<file path="src/design/lms_data_pkg.sv">
`default_nettype none

package lms_data_pkg;

    // ##################################################################
    // sample path
    // ##################################################################
    localparam int SAMPLE_W  = 14;   // signed audio sample
    localparam int TAPS      = 8;
    localparam int TAP_IDX_W = 3;

    // ##################################################################
    // weights and accumulator, two's complement fixed point
    // ##################################################################
    localparam int WEIGHT_W  = 32;   // Q16.16
    localparam int FRAC_BITS = 16;
    localparam int MU_SHIFT  = 10;   // step size 2^-10
    localparam int ACC_W     = 48;

    // the LMS increment e*r*mu lands in weight format with this left shift
    localparam int UPD_SHIFT = FRAC_BITS - MU_SHIFT;

endpackage

`default_nettype wire

</file>
<file path="src/design/lms_frame_pkg.sv">
`default_nettype none

package lms_frame_pkg;

    // ##################################################################
    // phase codes of the frame sequencer
    // ##################################################################
    localparam int PHASE_W = 3;

    localparam logic [PHASE_W-1:0] PH_IDLE   = 3'd0;   // wait for head_flag
    localparam logic [PHASE_W-1:0] PH_SHIFT  = 3'd1;
    localparam logic [PHASE_W-1:0] PH_FILTER = 3'd2;
    localparam logic [PHASE_W-1:0] PH_ERROR  = 3'd3;
    localparam logic [PHASE_W-1:0] PH_UPDATE = 3'd4;
    localparam logic [PHASE_W-1:0] PH_HOLD   = 3'd5;   // wait for head_flag low

    // ##################################################################
    // frame schedule
    // ##################################################################
    // shift + filter walk + error + update walk
    localparam int FRAME_CYCLES = 2 * lms_data_pkg::TAPS + 2;

endpackage

`default_nettype wire

</file>
<file path="src/design/frame_sequencer.sv">
`default_nettype none

module frame_sequencer (
    input  logic                               clk,
    input  logic                               rstn,
    input  logic                               head_flag,
    output logic                               shift_en,
    output logic                               mac_en,
    output logic                               err_en,
    output logic                               upd_en,
    output logic [lms_data_pkg::TAP_IDX_W-1:0] tap_idx
);
    import lms_data_pkg::*;
    import lms_frame_pkg::*;

    logic [PHASE_W-1:0]   phase;
    logic [PHASE_W-1:0]   next_phase;
    logic [TAP_IDX_W-1:0] tap_cnt;
    logic                 tap_last;

    assign tap_last = (tap_cnt == TAP_IDX_W'(TAPS - 1));

    // ##################################################################
    // phase control
    // ##################################################################
    always_comb
    begin
        next_phase = phase;
        case (phase)
            PH_IDLE:   if (head_flag) next_phase = PH_SHIFT;
            PH_SHIFT:  next_phase = PH_FILTER;
            PH_FILTER: if (tap_last) next_phase = PH_ERROR;
            PH_ERROR:  next_phase = PH_UPDATE;
            PH_UPDATE: if (tap_last) next_phase = PH_HOLD;
            PH_HOLD:   if (!head_flag) next_phase = PH_IDLE;
            default:   next_phase = PH_IDLE;   // unused codes recover
        endcase
    end

    always_ff @(posedge clk or negedge rstn)
    begin
        if (!rstn)
            phase <= PH_IDLE;
        else
            phase <= next_phase;
    end

    // tap index walks 0..TAPS-1 in filter and update and rests at 0 elsewhere
    always_ff @(posedge clk or negedge rstn)
    begin
        if (!rstn)
            tap_cnt <= '0;
        else if (mac_en || upd_en)
            tap_cnt <= tap_last ? '0 : tap_cnt + 1'b1;
    end

    // strobes straight from the registered phase
    assign shift_en = (phase == PH_SHIFT);
    assign mac_en   = (phase == PH_FILTER);
    assign err_en   = (phase == PH_ERROR);
    assign upd_en   = (phase == PH_UPDATE);
    assign tap_idx  = tap_cnt;

    // ##################################################################
    // checks
    // ##################################################################
    // error follows the full filter walk and the last update closes the frame
    a_frame_sched : assert property (@(posedge clk) disable iff (!rstn)
        shift_en |-> ##(TAPS + 1) err_en
                     ##(FRAME_CYCLES - TAPS - 2) (upd_en && tap_last)
                     ##1 !upd_en);

endmodule

`default_nettype wire

</file>
<file path="src/design/tap_delay_line.sv">
`default_nettype none

module tap_delay_line (
    input  logic                                     clk,
    input  logic                                     rstn,
    input  logic                                     shift_en,
    input  logic signed [lms_data_pkg::SAMPLE_W-1:0] sample_in,
    input  logic        [lms_data_pkg::TAP_IDX_W-1:0] tap_idx,
    output logic signed [lms_data_pkg::SAMPLE_W-1:0] ref_tap
);
    import lms_data_pkg::*;

    logic signed [SAMPLE_W-1:0] taps [TAPS];   // taps[0] is newest

    always_ff @(posedge clk or negedge rstn)
    begin
        if (!rstn)
        begin
            for (int k = 0; k < TAPS; k++)
                taps[k] <= '0;
        end
        else if (shift_en)
        begin
            taps[0] <= sample_in;
            for (int k = 1; k < TAPS; k++)
                taps[k] <= taps[k-1];   // age by one frame
        end
    end

    // single read port shared by both channels
    assign ref_tap = taps[tap_idx];

endmodule

`default_nettype wire

</file>
<file path="src/design/lms_channel.sv">
`default_nettype none

module lms_channel (
    input  logic                                      clk,
    input  logic                                      rstn,
    input  logic                                      shift_en,
    input  logic                                      mac_en,
    input  logic                                      err_en,
    input  logic                                      upd_en,
    input  logic        [lms_data_pkg::TAP_IDX_W-1:0] tap_idx,
    input  logic signed [lms_data_pkg::SAMPLE_W-1:0]  ref_tap,
    input  logic signed [lms_data_pkg::SAMPLE_W-1:0]  primary,
    output logic signed [lms_data_pkg::SAMPLE_W-1:0]  d,
    output logic signed [lms_data_pkg::WEIGHT_W-1:0]  weight0
);
    import lms_data_pkg::*;

    logic signed [WEIGHT_W-1:0] weight [TAPS];
    logic signed [ACC_W-1:0]    acc;
    logic signed [SAMPLE_W-1:0] primary_q;

    logic signed [ACC_W-1:0]    mac_prod;
    logic signed [ACC_W-1:0]    est_full;
    logic signed [SAMPLE_W-1:0] est;
    logic signed [WEIGHT_W-1:0] upd_prod;
    logic signed [WEIGHT_W-1:0] upd_inc;

    // ##################################################################
    // filter: acc = sum w[k]*r[k], one tap per cycle
    // ##################################################################
    assign mac_prod = weight[tap_idx] * ref_tap;   // full signed product

    always_ff @(posedge clk or negedge rstn)
    begin
        if (!rstn)
            acc <= '0;
        else if (shift_en)
            acc <= '0;   // new frame
        else if (mac_en)
            acc <= acc + mac_prod;
    end

    // newest primary sample, taken together with the reference shift
    always_ff @(posedge clk)
    begin
        if (shift_en)
            primary_q <= primary;
    end

    // ##################################################################
    // error
    // ##################################################################
    // drop the weight fraction, keep the low sample bits
    assign est_full = acc >>> FRAC_BITS;
    assign est      = est_full[SAMPLE_W-1:0];

    always_ff @(posedge clk or negedge rstn)
    begin
        if (!rstn)
            d <= '0;
        else if (err_en)
            d <= primary_q - est;   // wraps to 14 bits
    end

    // ##################################################################
    // LMS weight update, w[k] += mu*e*r[k]
    // ##################################################################
    assign upd_prod = d * ref_tap;   // sign-extended to weight width
    assign upd_inc  = upd_prod <<< UPD_SHIFT;

    always_ff @(posedge clk or negedge rstn)
    begin
        if (!rstn)
        begin
            for (int k = 0; k < TAPS; k++)
                weight[k] <= '0;
        end
        else if (upd_en)
        begin
            weight[tap_idx] <= weight[tap_idx] + upd_inc;   // modulo 2^32
        end
    end

    assign weight0 = weight[0];

    // accumulate and update share the weight read, never at once
    a_mac_upd_excl : assert property (@(posedge clk) disable iff (!rstn)
        !(mac_en && upd_en));

endmodule

`default_nettype wire

</file>
<file path="src/design/noise_canceller_top.sv">
`default_nettype none

module noise_canceller_top (
    input  logic                                     clk,
    input  logic                                     rstn,
    input  logic                                     head_flag,
    input  logic signed [lms_data_pkg::SAMPLE_W-1:0] primary_a,
    input  logic signed [lms_data_pkg::SAMPLE_W-1:0] primary_b,
    input  logic signed [lms_data_pkg::SAMPLE_W-1:0] reference,
    output logic signed [lms_data_pkg::SAMPLE_W-1:0] dout,
    output logic signed [lms_data_pkg::WEIGHT_W-1:0] weight_probe
);
    import lms_data_pkg::*;

    logic                       shift_en;
    logic                       mac_en;
    logic                       err_en;
    logic                       upd_en;
    logic [TAP_IDX_W-1:0]       tap_idx;
    logic signed [SAMPLE_W-1:0] ref_tap;
    logic signed [SAMPLE_W-1:0] d_a;
    logic signed [SAMPLE_W-1:0] d_b;

    frame_sequencer u_seq (
        .clk       (clk),
        .rstn      (rstn),
        .head_flag (head_flag),
        .shift_en  (shift_en),
        .mac_en    (mac_en),
        .err_en    (err_en),
        .upd_en    (upd_en),
        .tap_idx   (tap_idx)
    );

    tap_delay_line u_ref_line (
        .clk       (clk),
        .rstn      (rstn),
        .shift_en  (shift_en),
        .sample_in (reference),
        .tap_idx   (tap_idx),
        .ref_tap   (ref_tap)
    );

    lms_channel chan_a (
        .clk (clk), .rstn (rstn),
        .shift_en (shift_en), .mac_en (mac_en), .err_en (err_en), .upd_en (upd_en),
        .tap_idx (tap_idx), .ref_tap (ref_tap), .primary (primary_a),
        .d (d_a), .weight0 (weight_probe)
    );

    lms_channel chan_b (
        .clk (clk), .rstn (rstn),
        .shift_en (shift_en), .mac_en (mac_en), .err_en (err_en), .upd_en (upd_en),
        .tap_idx (tap_idx), .ref_tap (ref_tap), .primary (primary_b),
        .d (d_b), .weight0 ()   // only channel A is observed
    );

    // summed error, wraps to 14 bits
    always_ff @(posedge clk or negedge rstn)
    begin
        if (!rstn)
            dout <= '0;
        else
            dout <= d_a + d_b;
    end

endmodule

`default_nettype wire

</file>
<file path="config.mk">
export PLATFORM = sky130hd
export DESIGN_NAME = noise_canceller_top
export DESIGN_NICKNAME = d
export VERILOG_FILES = /design/src/design/lms_data_pkg.sv /design/src/design/lms_frame_pkg.sv /design/src/design/frame_sequencer.sv /design/src/design/tap_delay_line.sv /design/src/design/lms_channel.sv /design/src/design/noise_canceller_top.sv
export SDC_FILE = /design/constraint.sdc
export NUM_CORES = 2
export LEC_CHECK = 0
export BUFFER_PORTS_ARGS = -buffer_cell sky130_fd_sc_hd__buf_2
export CAP_MARGIN = 0
export CORE_ASPECT_RATIO = 0.8
export CORE_MARGIN = 5
export CORE_UTILIZATION = 50
export DETAILED_ROUTE_END_ITERATION = 16
export GPL_ROUTABILITY_DRIVEN = 0
export HOLD_SLACK_MARGIN = 0.08
export PLACE_DENSITY = 0.62
export SYNTH_ARGS = -nofsm -noshare
export SYNTH_HDL_FRONTEND = slang
export SYNTH_SLANG_ARGS = --single-unit
</file>
<file path="constraint.sdc">
create_clock -name clk -period 12.7 [get_ports clk]
set_input_delay 1.27 -clock clk [delete_from_list [all_inputs] [get_ports clk]]
set_output_delay 1.27 -clock clk [all_outputs]
set_load 0.03 [all_outputs]
</file>
==> Word-level counts from Yosys, hierarchy flattened <==
Index checks and enable logic that the tools add are counted.
{ "word_totals": {"inputBits": 45, "reg_bits": 796, "output_inout_bits": 46, "elab_cells": 86} }
{ "classes": {"addsub": 8, "eq_ne": 10, "mux": 23, "n_mul": 4, "order_cmp": 2, "n_bitwise": 1, "reduce_logical": 5} }
{ "ops": {"columns": ["cell", "n"], "rows": [
  ["$bwmux W256", 2],
  ["$bmux W32 S3", 2],
  ["$mux W48", 4],
  ["$mux W32", 5],
  ["$add A48 B48 Y48", 2],
  ["$demux W32 S3", 1],
  ["$mul A32 B14 Y46", 2],
  ["$add A32 B32 Y32", 2],
  ["$mul A14 B14 Y26", 2],
  ["$bmux W14 S3", 1],
  ["$mux W14", 2],
  ["$sub A14 B14 Y14", 2],
  ["$pmux W3 S6", 1],
  ["$mux W3", 5],
  ["$add A14 B14 Y14", 1],
  ["$eq A3 B3 Y1 const B", 3],
  ["$ne A2 B2 Y1 const B", 4],
  ["$eq A3 B2 Y1 const B", 2],
  ["$ge A4 B4 Y1 const B", 1],
  ["$lt A4 B1 Y1 const B", 1],
  ["$not A3 Y4", 1],
  ["$reduce_and A4 Y1", 1],
  ["$add A3 B1 Y3 const B", 1],
  ["$eq A3 B1 Y1 const B", 1],
  ["4 further kinds", 4]
]} }

==> Depth between registers and ports, before layout <==
{ "logic_depth": {"word_depth": 8, "mapped_depth": 46, "depth_no_buf": 39} }

==> Hierarchy <==
Synthesis repeated with hierarchy kept, for this count alone.
{ "unflattened": {"hier_cells": 7160, "hier_area_um2": 71469.8} }
{ "by_module_without_submodules": {"columns": ["module", "instances", "area_per_inst_um2", "cells_each", "seq_area_each_um2"], "rows": [
  ["lms_channel at chan_b", 1, 32528.7, 3315, 7927.6],
  ["lms_channel at chan_a", 1, 32507.4, 3426, 7927.6],
  ["tap_delay_line", 1, 5052.3, 285, 2802.7],
  ["noise_canceller_top", 1, 999.7, 104, 350.3],
  ["frame_sequencer", 1, 381.6, 30, 150.1]
]} }

==> Worst setup path before layout <==
No wires, ideal clock.
{ "synth_timing": {"kind": "flip-flop to flip-flop", "from": "reg u_seq.tap_cnt[1] (netlist: u_seq.tap_idx[1])", "to": "reg chan_b.acc[29]", "required_ns": 12.571, "setup_ns": 0.129, "stages_incl_launch_ff": 42, "path_slack_ns": 3.126, "arrival_time_ns": 9.446, "path_cell_list": "dfrtp_1 > buf_4 > buf_4 > and3b_1 > buf_2 > buf_2 > buf_1 > buf_1 > a22o_1 > nor3_1 > nor2_1 > fa_1 > inv_1 > fa_1 > inv_1 > fa_1 > fa_1 > fa_1 > [6 not listed] > o21ai_0 > nor4b_1 > nor2_1 > o311ai_0 > and3_1 > o21ai_0 > nor2b_1 > xnor2_1 > ha_1 > clkbuf_1 > nand2_1 > or3_1 > o211ai_1 > nand4_1 > nand2_1 > a21oi_1 > xnor2_1 > o21ai_1"} }
{ "synth_via": {"elab_chain_len": 8, "word_cells_on_any_way": 11, "classes_between": "1 x add/sub; 1 x mul; 8 x mux; 1 x bitwise"} }
{ "synth_lines": {"columns": ["item", "line_no", "rtl"], "rows": [
  ["start, declared", "frame_sequencer.sv:18", "logic [TAP_IDX_W-1:0] tap_cnt;"],
  ["start signal, assigned", "frame_sequencer.sv:54", "tap_cnt <= tap_last ? '0 : tap_cnt + 1'b1;"],
  ["$not A3 Y4 (not written as such) (*)", "tap_delay_line.sv:31, lms_channel.sv:31", null],
  ["$bmux W32 S3 / $bmux W14 S3 (equally long branches)", "lms_channel.sv:31, tap_delay_line.sv:31", null],
  ["$mux W32 (not written as such) / $mux W14 (equally long branches) (2 in series)", "lms_channel.sv:31, tap_delay_line.sv:31", null],
  ["$mul A32 B14 Y46 (*)", "lms_channel.sv:31", "assign mac_prod = weight[tap_idx] * ref_tap;"],
  ["$add A48 B48 Y48 (*)", "lms_channel.sv:40", "acc <= acc + mac_prod;"],
  ["$mux W48 (*)", "lms_channel.sv:39", "else if (mac_en)"],
  ["$mux W48 (*)", "lms_channel.sv:37", "else if (shift_en)"],
  ["end signal, assigned", "lms_channel.sv:40", null],
  ["end, declared", "lms_channel.sv:19", "logic signed [ACC_W-1:0] acc;"]
]} }
Every way passes the cells marked *; elsewhere a longest branch is shown, timed or not. The select of a mux whose other input is x is not followed.
A chain may end at the register's enable or synchronous reset.

==> Final worst setup path <==
{ "layout_timing": {"from": "reg u_seq.tap_cnt[1] (netlist: u_seq.tap_idx[1])", "to": "reg chan_a.weight[95] (netlist bit)"} }
{ "layout_via": {"elab_chain_len": 7, "word_cells_on_any_way": 15, "classes_between": "1 x add/sub; 1 x mul; 2 x order compare; 9 x mux; 1 x bitwise; 1 x reduce/logical"} }
{ "layout_lines": {"columns": ["item", "line_no", "rtl"], "rows": [
  ["$not A3 Y4 (not written as such) (*)", "tap_delay_line.sv:31, lms_channel.sv:80", null],
  ["$bmux W14 S3", "tap_delay_line.sv:31", "assign ref_tap = taps[tap_idx];"],
  ["$mux W14 (not written as such) (2 in series)", "tap_delay_line.sv:31", null],
  ["$mul A14 B14 Y26", "lms_channel.sv:68", "assign upd_prod = d * ref_tap;"],
  ["$add A32 B32 Y32", "lms_channel.sv:80", "weight[tap_idx] <= weight[tap_idx] + upd_inc;"],
  ["$bwmux W256 (*)", "lms_channel.sv:80", null],
  ["end signal, assigned by index", "lms_channel.sv:80", null],
  ["end, declared", "lms_channel.sv:18", "logic signed [WEIGHT_W-1:0] weight [TAPS];"]
]} }
Marked as above.

==> flow_summary.json <==
{
  "seq_area_sq_um": 18800,
  "yosys.area.top_type_share": 0.258,
  "drtIter0Drc": 4665,
  "slowest_delay_ns": 1.05,
  "design.core.area_sq_um": 138000,
  "max_freq_ghz": 0.0880,
  "critPathKind": "flop to flop",
  "route.met2.wl_mm": 90.2,
  "drv_cap": 0,
  "yosysSeqAreaShare": 0.270,
  "start_util": 0.502,
  "slew_violations": 0,
  "dpl.hpwl_mm": 150,
  "drive_above_1_share": 0.102,
  "grt_pass1_wl_mm": 315,
  "clkSinkCount": 744,
  "period_needed_ns": 11.36,
  "hold_buffers": 0,
  "skew_ns": 0.0401,
  "cp-startpoint": "u_seq.tap_idx[1]",
  "ys_types": 95,
  "firstDrtPassIters": 6,
  "cts_setup_buffers": 0,
  "synth_flop_cell": "dfrtp_1",
  "nNetsFinal": 8351,
  "yosys.area_share.adder": 0.325,
  "timing.rr.end": "chan_a.weight[95]",
  "synth_seq_cells": 744,
  "grt_overflow": 0,
  "final_common_cell": "inv_1",
  "crit_fanout": 36,
  "die_area_sq_um": 146000,
  "m1WireLength_mm": 88.3,
  "via_per_inst": 5.67,
  "grt.total_usage": 0.282,
  "synth-edff-count": 28,
  "num_rows": 122,
  "required_ns": 13.34,
  "finalWirelength_mm": 202,
  "area_growth_pct": 6.77,
  "h-tree-depth": 3,
  "synth_largest_area_cell": "dfrtp_1",
  "synthesis.area_sq_um": 69400,
  "ios": 91,
  "vias": 50700,
  "syn_area_per_cell_sq_um": 9.64,
  "synthMuxAreaShare": 0.0566,
  "cts_tree": "done",
  "drt-wirelength-per-cell_um": 22.6,
  "cp.arrival_ns": 12.00,
  "path_clk_slew_ns": 0.07,
  "setup.worst_path.end_class": "flop",
  "wl_met3_mm": 16.3,
  "setup_viol": 0,
  "max_slew_margin": 0.156,
  "antenna_found_initial": 6,
  "layout_common_cells": "inv_1 (1,066), nand2_1 (926), fa_1 (854), dfrtp_1 (713), ha_1 (437)",
  "timing.rr.start": "u_seq.tap_idx[1]",
  "insertion_delay_ns": 0.72,
  "status": "finished clean",
  "start_kind": "flop",
  "root_buffer": "clkbuf_16",
  "yosys.area_share.simple": 0.119,
  "synth_top_family_by_area": "adder cells",
  "top_layer": "met4",
  "synth_fp_nets": 8534,
  "syn-instance-count": 7198,
  "path_common_cell": "fa_1",
  "synth_top_cells_by_area": "dfrtp_1 (26%), fa_1 (25%), ha_1 (7.9%), inv_1 (5.8%), mux2_2 (5.1%)",
  "fill_cells": 12500,
  "port_buffers": 90,
  "hold_path.class": "flop to flop",
  "rsz0062_at_grt": "false",
  "hold_viol": 0,
  "period_share": 0.894,
  "dieWidth_um": 426,
  "synth_xor_area_frac": 0.0350,
  "worst_slew_pin_slew_ns": 1.26,
  "die_y_um": 343,
  "grt_pass1_vias": 52200,
  "synth_warnings": 0,
  "cp-endpoint": "chan_a.weight[95]",
  "async_reset_ff_frac": 0.962,
  "reg2regPathDepth": 33,
  "cp_slowest_cell": "nor3b_4",
  "rrSetupSlack_ns": 1.34,
  "cts_resized": 0,
  "synth_compound_area_frac": 0.106,
  "drc": 0,
  "tns_ns": 0,
  "ant_nets": 0,
  "grt_max_degree": 172,
  "multi_input_comb_area_sq_um": 44800,
  "cts-buffers-inserted": 79,
  "clock_path_buffers": 3
}
==> per-stage QoR <==
stage	util	instances	hold slack, ns	instance area (sq um)	setup WS [ns]
finish	0.536	8939	0.377	74000	1.34
global route	0.536	8937	0.388	74000	0.785
CTS	0.536	8937	0.381	74000	1.57
detailed placement	0.516	8794	0.366	71300	1.62
global placement	0.516	8794	0.365	71300	1.63
floorplan	-	7198	0.429	69400	3.13
==> synth_stat cells (63+ instances only) <==
library cell	n
fa_1	854
clkbuf_1	355
o21ai_0	385
nand2b_1	63
xor2_1	69
mux2_2	312
nor2_1	417
a21oi_1	176
dfrtp_1	716
nor2b_1	128
and2_1	109
inv_1	1066
a22oi_1	144
xnor2_1	199
nand2_1	936
a21o_1	68
ha_1	437
==> logic make-up (layout without fill, tap and decap cells) <==
group,after synthesis,in the layout
AND/OR/NAND/NOR,1852,1852
flip-flops,744,744
XOR/XNOR,272,272
other,0,2
multiplexers,343,343
adder cells (fa/ha/maj),1291,1291
AO/OA/AOI/OAI,1140,1140
buffers and inverters,1556,1435
==> worst min-delay path by stage <==
stage	start	end	slack, ns	depth (start not counted)
after floorplan	chan_a.weight[32]	chan_a.weight[32]	0.43	1
after global placement	chan_a.weight[32]	chan_a.weight[32]	0.36	0
after detailed placement	chan_a.weight[97]	chan_a.weight[97]	0.37	0
after CTS	chan_b.weight[37]	chan_b.weight[37]	0.38	0
after global routing	chan_b.weight[163]	chan_b.weight[163]	0.39	0
final	chan_b.weight[100]	chan_b.weight[100]	0.38	0
==> state kept, by name, summed over array words and instances, names as in the netlist <==
| register | count |
|---|---|
| chan_b.primary_q | 14 |
| chan_a.weight0 | 32 |
| chan_b.weight0 | 30 |
| chan_b.d | 14 |
| u_seq.phase | 3 |
| chan_a.acc | 30 |
| u_ref_line.taps | 112 |
| chan_a.d | 14 |
| chan_b.weight | 210 |
| u_seq.tap_idx | 3 |
| chan_b.acc | 30 |
| chan_a.weight | 224 |
| dout | 14 |
| chan_a.primary_q | 14 |
==> critical path, delay by kind of cell, from the launching register on <==
kind	cells	cell delay [ns]
AO/OA/AOI/OAI	10	2.65
flip-flops	1	0.68
AND/OR/NAND/NOR	5	1.66
XOR/XNOR	3	1.03
multiplexers	1	0.30
buffers and inverters	6	1.39
adder cells (fa/ha/maj)	8	3.48
==> final cells by class <==
cell class	instances	area share
Inverter	1086	0.0551
Sequential cell	744	0.253
Clock buffer	107	0.0299
Antenna cell	2	0.0000676
Timing Repair Buffer	206	0.0192
Tap cell	1860	0.0314
Multi-Input combinational cell	4898	0.604
Clock inverter	36	0.00664
==> per-layer routing <==
metal  GRT usage  vias to the layer above
met4      0.0929                        0
met2       0.438                     1793
met3      0.0588                      324
met5           0                        -
li1            -                    22700
met1       0.397                    25900
Power is left out: the tool's default activity adds up to more than one toggle a clock period on the data nets, which glitch-free logic cannot reach.
